## src/logic/rvfi_check_pkg.sv

```systemverilog
// shared record, pair and report types for the retirement checker, used by the rtl and testbench
`default_nettype none

package rvfi_check_pkg;

  // data and address width of a retirement record
  localparam int xlen = 32;

  // width of the pair number and of the running counters
  localparam int seq_w = 16;

  // one retirement as carried on rvfi, with a single memory access
  typedef struct packed {
    logic [xlen-1:0]   pc_rdata;
    logic [xlen-1:0]   insn;
    logic              trap;
    logic              halt;
    logic [2:0]        dbg;
    logic              dbg_mode;
    logic              nmip;
    logic              intr;
    logic [1:0]        mode;
    logic [4:0]        rd1_addr;
    logic [xlen-1:0]   rd1_wdata;
    logic [xlen-1:0]   mem_addr;
    logic [xlen/8-1:0] mem_rmask;
    logic [xlen/8-1:0] mem_wmask;
    logic [xlen-1:0]   mem_rdata;
    logic [xlen-1:0]   mem_wdata;
  } rvfi_rec_t;

  // compared fields, declaration order is the check priority
  typedef enum logic [4:0] {
    field_none,
    field_pc,
    field_insn,
    field_trap,
    field_halt,
    field_dbg,
    field_dbg_mode,
    field_nmip,
    field_intr,
    field_mode,
    field_rd_addr,
    field_rd_wdata,
    field_mem_rmask,
    field_mem_wmask,
    field_mem_addr,
    field_mem_rdata,
    field_mem_wdata
  } rvfi_field_e;

  // core and reference retirement of the same order
  typedef struct packed {
    logic [seq_w-1:0] seq;
    rvfi_rec_t        core;
    rvfi_rec_t        rm;
  } rvfi_pair_t;

  // first failing field of a pair, values zero-extended
  typedef struct packed {
    logic [seq_w-1:0] seq;
    rvfi_field_e      field;
    logic [xlen-1:0]  core_val;
    logic [xlen-1:0]  rm_val;
  } rvfi_report_t;

endpackage

`default_nettype wire

```

## src/logic/retire_fifo.sv

```systemverilog
// credit-returning retirement record buffer, one instance per trace source
`timescale 1ns/100ps
`default_nettype none

module retire_fifo #(
  parameter int FIFO_DEPTH = 4
) (
  input  wire                        rvfi_core,
  input  wire                        rst_n_i,
  input  wire                        valid_i,
  input  rvfi_check_pkg::rvfi_rec_t  rec_i,
  input  wire                        pop_i,
  output rvfi_check_pkg::rvfi_rec_t  head_o,
  output logic                       avail_o,
  output logic                       credit_o
);

  localparam int ptr_w = (FIFO_DEPTH > 1) ? $clog2(FIFO_DEPTH) : 1;
  localparam int cnt_w = $clog2(FIFO_DEPTH + 1);

  rvfi_check_pkg::rvfi_rec_t mem_q [FIFO_DEPTH];
  logic [ptr_w-1:0] wr_ptr_q;
  logic [ptr_w-1:0] rd_ptr_q;
  logic [cnt_w-1:0] count_q;
  logic             full;
  logic             wr_en;
  logic             rd_en;

  assign full    = (count_q == cnt_w'(FIFO_DEPTH));
  assign avail_o = (count_q != '0);
  assign wr_en   = valid_i && !full;
  assign rd_en   = pop_i && avail_o;
  assign head_o  = mem_q[rd_ptr_q];

  // pointers wrap at the depth, which need not be a power of two
  always_ff @(posedge rvfi_core or negedge rst_n_i) begin
    if (!rst_n_i) begin
      wr_ptr_q <= '0;
      rd_ptr_q <= '0;
      count_q  <= '0;
      credit_o <= 1'b0;
    end else begin
      if (wr_en) begin
        wr_ptr_q <= (wr_ptr_q == ptr_w'(FIFO_DEPTH - 1)) ? '0 : wr_ptr_q + 1'b1;
      end
      if (rd_en) begin
        rd_ptr_q <= (rd_ptr_q == ptr_w'(FIFO_DEPTH - 1)) ? '0 : rd_ptr_q + 1'b1;
      end
      count_q  <= count_q + cnt_w'(wr_en) - cnt_w'(rd_en);
      // one credit back to the sender per freed slot
      credit_o <= rd_en;
    end
  end

  always_ff @(posedge rvfi_core) begin
    if (wr_en) begin
      mem_q[wr_ptr_q] <= rec_i;
    end
  end

  // a sender spends a credit per record, so it can never find the buffer full
  no_overflow_a: assert property (@(posedge rvfi_core) disable iff (!rst_n_i)
    valid_i |-> !full);

  // the pairer only pops a head that is present
  no_underflow_a: assert property (@(posedge rvfi_core) disable iff (!rst_n_i)
    pop_i |-> avail_o);

endmodule

`default_nettype wire

```

## src/logic/retire_pairer.sv

```systemverilog
// joins the core and reference retirement streams in order and numbers each pair
`timescale 1ns/100ps
`default_nettype none

module retire_pairer (
  input  wire                         rvfi_core,
  input  wire                         rst_n_i,
  input  rvfi_check_pkg::rvfi_rec_t   core_head_i,
  input  wire                         core_avail_i,
  input  rvfi_check_pkg::rvfi_rec_t   rm_head_i,
  input  wire                         rm_avail_i,
  output logic                        pop_o,
  output logic                        pair_valid_o,
  output rvfi_check_pkg::rvfi_pair_t  pair_o
);

  logic [rvfi_check_pkg::seq_w-1:0] seq_q;

  // both heads pop together, so the n-th core record meets the n-th rm record
  assign pop_o        = core_avail_i && rm_avail_i;
  assign pair_valid_o = pop_o;

  always_comb begin
    pair_o.seq  = seq_q;
    pair_o.core = core_head_i;
    pair_o.rm   = rm_head_i;
  end

  // pair number counts from zero after reset and wraps
  always_ff @(posedge rvfi_core or negedge rst_n_i) begin
    if (!rst_n_i) begin
      seq_q <= '0;
    end else if (pop_o) begin
      seq_q <= seq_q + 1'b1;
    end
  end

  // a pop always finds a record in both buffers
  pop_both_a: assert property (@(posedge rvfi_core) disable iff (!rst_n_i)
    pop_o |-> core_avail_i && rm_avail_i);

endmodule

`default_nettype wire

```

## src/logic/retire_comparator.sv

```systemverilog
// compares each retirement pair under the masking rules and registers one report per pair
`timescale 1ns/100ps
`default_nettype none

module retire_comparator (
  input  wire                                rvfi_core,
  input  wire                                rst_n_i,
  input  wire                                pair_valid_i,
  input  rvfi_check_pkg::rvfi_pair_t         pair_i,
  output logic                               report_valid_o,
  output rvfi_check_pkg::rvfi_report_t       report_o,
  output logic [rvfi_check_pkg::seq_w-1:0]   compared_cnt_o,
  output logic [rvfi_check_pkg::seq_w-1:0]   mismatch_cnt_o
);

  localparam int xlen     = rvfi_check_pkg::xlen;
  localparam int n_fields = int'(rvfi_check_pkg::field_mem_wdata) + 1;

  // one xlen value per field, indexed by the field enum
  typedef logic [n_fields-1:0][xlen-1:0] field_vals_t;

  rvfi_check_pkg::rvfi_rec_t    core_rec;
  rvfi_check_pkg::rvfi_rec_t    rm_rec;
  logic [xlen-1:0]              rbyte_mask;
  logic [xlen-1:0]              wbyte_mask;
  field_vals_t                  core_v;
  field_vals_t                  rm_v;
  logic [n_fields-1:0]          check_en;
  rvfi_check_pkg::rvfi_field_e  fail_field;
  rvfi_check_pkg::rvfi_report_t report_d;

  function automatic logic [xlen-1:0] byte_mask(input logic [xlen/8-1:0] sel);
    logic [xlen-1:0] m;
    for (int i = 0; i < xlen / 8; i++) begin
      m[i*8 +: 8] = {8{sel[i]}};
    end
    return m;
  endfunction

  // memory data is seen only through the core's byte masks
  function automatic field_vals_t field_vals(input rvfi_check_pkg::rvfi_rec_t rec,
                                             input logic [xlen-1:0] rmask,
                                             input logic [xlen-1:0] wmask);
    field_vals_t v;
    v = '0;
    v[rvfi_check_pkg::field_pc]        = rec.pc_rdata;
    v[rvfi_check_pkg::field_insn]      = rec.insn;
    v[rvfi_check_pkg::field_trap]      = xlen'(rec.trap);
    v[rvfi_check_pkg::field_halt]      = xlen'(rec.halt);
    v[rvfi_check_pkg::field_dbg]       = xlen'(rec.dbg);
    v[rvfi_check_pkg::field_dbg_mode]  = xlen'(rec.dbg_mode);
    v[rvfi_check_pkg::field_nmip]      = xlen'(rec.nmip);
    v[rvfi_check_pkg::field_intr]      = xlen'(rec.intr);
    v[rvfi_check_pkg::field_mode]      = xlen'(rec.mode);
    v[rvfi_check_pkg::field_rd_addr]   = xlen'(rec.rd1_addr);
    v[rvfi_check_pkg::field_rd_wdata]  = rec.rd1_wdata;
    v[rvfi_check_pkg::field_mem_rmask] = xlen'(rec.mem_rmask);
    v[rvfi_check_pkg::field_mem_wmask] = xlen'(rec.mem_wmask);
    v[rvfi_check_pkg::field_mem_addr]  = rec.mem_addr;
    v[rvfi_check_pkg::field_mem_rdata] = rec.mem_rdata & rmask;
    v[rvfi_check_pkg::field_mem_wdata] = rec.mem_wdata & wmask;
    return v;
  endfunction

  assign core_rec   = pair_i.core;
  assign rm_rec     = pair_i.rm;
  assign rbyte_mask = byte_mask(core_rec.mem_rmask);
  assign wbyte_mask = byte_mask(core_rec.mem_wmask);
  assign core_v     = field_vals(core_rec, rbyte_mask, wbyte_mask);
  assign rm_v       = field_vals(rm_rec, rbyte_mask, wbyte_mask);

  always_comb begin
    check_en = '1;
    check_en[rvfi_check_pkg::field_none] = 1'b0;
    // core and reference disagree on rd after a trap
    if (core_rec.trap || rm_rec.trap) begin
      check_en[rvfi_check_pkg::field_rd_addr]  = 1'b0;
      check_en[rvfi_check_pkg::field_rd_wdata] = 1'b0;
    end
    // x0 writes may carry any data
    if (core_rec.rd1_addr == '0) begin
      check_en[rvfi_check_pkg::field_rd_wdata] = 1'b0;
    end
    // address only means something when there is an access
    if (core_rec.mem_rmask == '0 && core_rec.mem_wmask == '0) begin
      check_en[rvfi_check_pkg::field_mem_addr] = 1'b0;
    end
  end

  // walk from the lowest priority up, so the earliest failing field wins
  always_comb begin
    fail_field = rvfi_check_pkg::field_none;
    for (int i = n_fields - 1; i > 0; i--) begin
      if (check_en[i] && core_v[i] != rm_v[i]) begin
        fail_field = rvfi_check_pkg::rvfi_field_e'(i);
      end
    end
  end

  always_comb begin
    report_d.seq      = pair_i.seq;
    report_d.field    = fail_field;
    report_d.core_val = core_v[fail_field];
    report_d.rm_val   = rm_v[fail_field];
  end

  // counters hold at their maximum
  always_ff @(posedge rvfi_core or negedge rst_n_i) begin
    if (!rst_n_i) begin
      report_valid_o <= 1'b0;
      compared_cnt_o <= '0;
      mismatch_cnt_o <= '0;
    end else begin
      report_valid_o <= pair_valid_i;
      if (pair_valid_i && compared_cnt_o != '1) begin
        compared_cnt_o <= compared_cnt_o + 1'b1;
      end
      if (pair_valid_i && fail_field != rvfi_check_pkg::field_none &&
          mismatch_cnt_o != '1) begin
        mismatch_cnt_o <= mismatch_cnt_o + 1'b1;
      end
    end
  end

  always_ff @(posedge rvfi_core) begin
    if (pair_valid_i) begin
      report_o <= report_d;
    end
  end

  // one report per pair, one cycle later, carrying that pair's number
  report_timing_a: assert property (@(posedge rvfi_core) disable iff (!rst_n_i)
    report_valid_o == $past(pair_valid_i) &&
    (!report_valid_o || report_o.seq == $past(pair_i.seq)));

endmodule

`default_nettype wire

```

## src/logic/rvfi_checker_top.sv

```systemverilog
// step-and-compare checker top level, buffers both rvfi traces, pairs them and reports mismatches
`timescale 1ns/100ps
`default_nettype none

module rvfi_checker_top #(
  parameter int FIFO_DEPTH = 4
) (
  input  wire                               rvfi_core,
  input  wire                               rst_n_i,
  input  wire                               core_valid_i,
  input  rvfi_check_pkg::rvfi_rec_t         core_rec_i,
  output logic                              core_credit_o,
  input  wire                               rm_valid_i,
  input  rvfi_check_pkg::rvfi_rec_t         rm_rec_i,
  output logic                              rm_credit_o,
  output logic                              report_valid_o,
  output rvfi_check_pkg::rvfi_report_t      report_o,
  output logic [rvfi_check_pkg::seq_w-1:0]  compared_cnt_o,
  output logic [rvfi_check_pkg::seq_w-1:0]  mismatch_cnt_o
);

  rvfi_check_pkg::rvfi_rec_t  core_head;
  rvfi_check_pkg::rvfi_rec_t  rm_head;
  rvfi_check_pkg::rvfi_pair_t pair;
  logic                       core_avail;
  logic                       rm_avail;
  logic                       pop;
  logic                       pair_valid;

  retire_fifo #(.FIFO_DEPTH(FIFO_DEPTH)) core_fifo_i (
    .rvfi_core (rvfi_core),
    .rst_n_i   (rst_n_i),
    .valid_i   (core_valid_i),
    .rec_i     (core_rec_i),
    .pop_i     (pop),
    .head_o    (core_head),
    .avail_o   (core_avail),
    .credit_o  (core_credit_o)
  );

  retire_fifo #(.FIFO_DEPTH(FIFO_DEPTH)) rm_fifo_i (
    .rvfi_core (rvfi_core),
    .rst_n_i   (rst_n_i),
    .valid_i   (rm_valid_i),
    .rec_i     (rm_rec_i),
    .pop_i     (pop),
    .head_o    (rm_head),
    .avail_o   (rm_avail),
    .credit_o  (rm_credit_o)
  );

  retire_pairer retire_pairer_i (
    .rvfi_core    (rvfi_core),
    .rst_n_i      (rst_n_i),
    .core_head_i  (core_head),
    .core_avail_i (core_avail),
    .rm_head_i    (rm_head),
    .rm_avail_i   (rm_avail),
    .pop_o        (pop),
    .pair_valid_o (pair_valid),
    .pair_o       (pair)
  );

  retire_comparator retire_comparator_i (
    .rvfi_core      (rvfi_core),
    .rst_n_i        (rst_n_i),
    .pair_valid_i   (pair_valid),
    .pair_i         (pair),
    .report_valid_o (report_valid_o),
    .report_o       (report_o),
    .compared_cnt_o (compared_cnt_o),
    .mismatch_cnt_o (mismatch_cnt_o)
  );

endmodule

`default_nettype wire

```

## config.mk

```make
export PLATFORM = sky130hd
export DESIGN_NAME = rvfi_checker_top
export DESIGN_NICKNAME = d
export VERILOG_FILES = /design/src/logic/rvfi_check_pkg.sv /design/src/logic/retire_fifo.sv /design/src/logic/retire_pairer.sv /design/src/logic/retire_comparator.sv /design/src/logic/rvfi_checker_top.sv
export SDC_FILE = /design/constraint.sdc
export NUM_CORES = 2
export LEC_CHECK = 0
export BUFFER_PORTS_ARGS = -buffer_cell sky130_fd_sc_hd__buf_2
export CAP_MARGIN = 0
export CORE_UTILIZATION = 41
export CTS_CLUSTER_SIZE = 16
export DETAILED_ROUTE_END_ITERATION = 8
export HOLD_SLACK_MARGIN = 0.12
export MAX_ROUTING_LAYER = met4
export PLACE_DENSITY = 0.66
export SLEW_MARGIN = 20
export SYNTH_ARGS = -nofsm -noshare
export SYNTH_HDL_FRONTEND = slang
export SYNTH_SLANG_ARGS = --single-unit
export TNS_END_PERCENT = 30
```

## constraint.sdc

```tcl
create_clock -name rvfi_core -period 6 [get_ports rvfi_core]
set_input_delay 0.9 -clock rvfi_core [delete_from_list [all_inputs] [get_ports rvfi_core]]
set_output_delay 0.9 -clock rvfi_core [all_outputs]
set_load 0.01 [all_outputs]
```

==> flow_summary.ini <==
[outcome]
outcome = finished, final reports clean

[timing]
max_slew_margin = 0.269
final-hold-violation-count = 0
fin_crit_ns = 5.89
fin_setup_tns_ns = 0
tightest_slew_ns = 1.10
rsz0062_at_grt = no
drv_slew = 0
clock_skew_ns = 0.0763
period_share = 0.982
fin_ws_ns = 0.110
setup_viol = 0
timing.fmax_ghz = 0.170

[drt]
vias_per_cell = 5.76
vias = 39881
routed_wl_um = 231000
wl_per_cell_um = 33.3
first_pass_iters = 5
drtAntennaViolNets = 0
drc = 0
drtIter0Drc = 4945

[worst_setup_path]
cp-start-kind = flop
r2r.worst_path.cells = 14
timing.rr.end = retire_comparator_i.report_o[2]
critical_path.max_fanout = 25
path_class = reg -> reg
r2r_slack_ns = 0.11
cp.required_ns = 6.58
regToRegStartpoint = core_fifo_i.rd_ptr_q[0]
cp.arrival_ns = 6.47
cp-end-kind = flop

[grt]
grt_pass1_vias = 38974
overflow = 0
grt_max_degree = 73
antenna_found_initial = 170
grt_usage = 0.258
grt_pass1_wl_um = 311000

[yosys]
synthCells = 3619
synth_commonest_cells = edfxtp_1, mux4_2, xnor2_1
yosysMostFrequentCell = edfxtp_1
synth_area_leaders = edfxtp_1, mux4_2, dfrtp_1
synth_seq_cells = 1868
synth_flop_cell = edfxtp_1
netlist_area_um2 = 74100
yosysWarnings = 0
async_reset_ff_frac = 0.0337
ys_types = 77
synth.avg_cell_area_um2 = 20.5
syn_nets = 4073
synth_edf_count = 1805
synth_seq_area_share = 0.753
yosysTopAreaCell = edfxtp_1
synth.top_cell.area_share = 0.732

[power]
leakage_nw = 29.2
comb_power_share = 0.359
swShare = 0.363
power.share.clock = 0.240
ir_worst_vdd_uv = 325
power_density_nw_per_um2 = 539
switchingPower_mw = 16.9
seqPwrFrac = 0.400
intPower_mw = 29.7

[clock_tree]
cts_buffers = 187
cts_sinks = 1868
path_clk_slew_ns = 0.06
clockBufferDepth = 3
h-tree-depth = 4
hold_buffers = 0
root_buffer = clkbuf_16
tritoncts = done
clk_latency_ns = 0.89

[layout]
syn_to_final_growth_pct = 16.9
final_nets = 4769
fin_util = 0.484
drive_gt1_frac = 0.315
fin_area_um2 = 86600
final_cell_count_no_fill = 6929

[min_path]
holdPathEnd = core_fifo_i.mem_q[1][100]
min_path_cells = 1
hp-class = in -> reg
min_from = core_rec_i[100]

[floorplanning]
initial_core_util = 0.414
die_w_um = 427
die_area_um2 = 182000
die_h_um = 427
rows = 155
core_um2 = 179000
ios = 554

[job]
drv_cap = 0

[placed_design]
pre_cts_ws_ns = 0.0886
placed_area_um2 = 80400
port_buffers = 553
place_congestion = 0.973
place_inst = 6477
dp_hpwl_um = 168000
==> worst max-delay path by stage <==
stage	slack, ns	from	endpoint	cells after the start
2_1_floorplan	-0.81	rm_valid_i	rm_fifo_i.mem_q[0][0]	2
3_3_place_gp	0.05	core_fifo_i.rd_ptr_q[0]	retire_comparator_i.report_o[38]	16
3_5_place_dp	0.09	core_fifo_i.rd_ptr_q[0]	retire_comparator_i.report_o[38]	16
4_1_cts	0.07	core_fifo_i.rd_ptr_q[0]	retire_comparator_i.report_o[63]	14
5_1_grt	0.05	core_fifo_i.rd_ptr_q[0]	retire_comparator_i.report_o[2]	14
6_report	0.11	core_fifo_i.rd_ptr_q[0]	retire_comparator_i.report_o[2]	14
==> cells in the final DEF (no fill, tap or decap), types with 90 or more instances in the layout <==
cell type | synthesis | routed
mux4_2 | 432 | 432
inv_1 | 90 | 90
a22oi_1 | 112 | 111
xnor2_1 | 139 | 139
xor2_1 | 100 | 100
edfxtp_1 | 1805 | 1805
diode_2 | 0 | 101
nand2_1 | 112 | 111
clkbuf_16 | 0 | 187
buf_2 | 68 | 553
==> worst max-delay path, cell delays in order, from the launching register on <==
cell and delay [ns]:
dfrtp_4 0.80, buf_12 0.29, buf_12 0.26, mux4_2 0.56
xor2_1 0.16, nor4_1 0.62, nand4_1 0.39, or2_1 0.53
nor2_8 0.31, o21ai_4 0.10, inv_4 0.35, buf_4 0.32
mux2_1 0.44, a21oi_1 0.27, o21ai_1 0.14
==> registers in the layout (all words and copies together), names as in the netlist <==
signal and count:
core_fifo_i.mem_q 860, rm_fifo_i.mem_q 860, retire_comparator_i.report_o 85, retire_comparator_i.compared_cnt_o 16
retire_comparator_i.mismatch_cnt_o 16, retire_pairer_i.seq_q 16, core_fifo_i.count_q 3, rm_fifo_i.count_q 3
core_fifo_i.rd_ptr_q 2, core_fifo_i.wr_ptr_q 2, rm_fifo_i.rd_ptr_q 2, rm_fifo_i.wr_ptr_q 2
core_fifo_i.credit_o 1
==> stage by stage <==
| stage | total power, mW | hold WS, ns |
|---|---|---|
| floorplan | 28.4 | 0.441 |
| global placement | 35.4 | 0.458 |
| detailed placement | 35.5 | 0.467 |
| CTS | 46.7 | 0.180 |
| global route | 48.0 | 0.206 |
| finish | 46.6 | 0.224 |
==> layout make-up <==
| type | count | area (um^2) |
|---|---|---|
| Sequential cell | 1868 | 55800 |
| Clock inverter | 108 | 1030 |
| Inverter | 93 | 353 |
| Clock buffer | 239 | 4870 |
| Timing Repair Buffer | 678 | 4220 |
| Multi-Input combinational cell | 1487 | 17100 |
| Fill cell | 14645 | 92500 |
| Antenna cell | 101 | 253 |
| Tap cell | 2355 | 2950 |
==> metal layers <==
layer | wire [um] | vias up | track usage
met5 | 0 | - | -
met4 | 13300 | 0 | 0.134
met3 | 20600 | 508 | 0.0607
met2 | 112000 | 2145 | 0.402
met1 | 84900 | 20854 | 0.313
li1 | - | 16374 | -
==> power groups by stage <==
| stage | logic, mW | clock network (mW) | registers (mW) |
|---|---|---|---|
| after global placement | 16.6 | 0 | 18.8 |
| after CTS | 16.6 | 11.4 | 18.7 |
| final | 16.7 | 11.2 | 18.7 |
| after floorplan | 9.58 | 0 | 18.8 |
| after global routing | 17.3 | 11.8 | 18.8 |
| after detailed placement | 16.6 | 0 | 18.9 |
==> repair_timing <==
action / CTS / global route
resized for setup: 0 / 3
setup endpoints to repair: 0 / 44
setup buffers: 0 / 2
==> cells by family after synthesis <==
logic type / share of synthesized area
AOI/OAI and AO/OA: 0.0308
DFF: 0.753
muxes: 0.141
adders and majority gates: 0.00358
and+or+nand+nor: 0.0259
buffers and inverters: 0.0171
xor gates and xnor gates: 0.0283
Power figures use the tool's default switching activity.
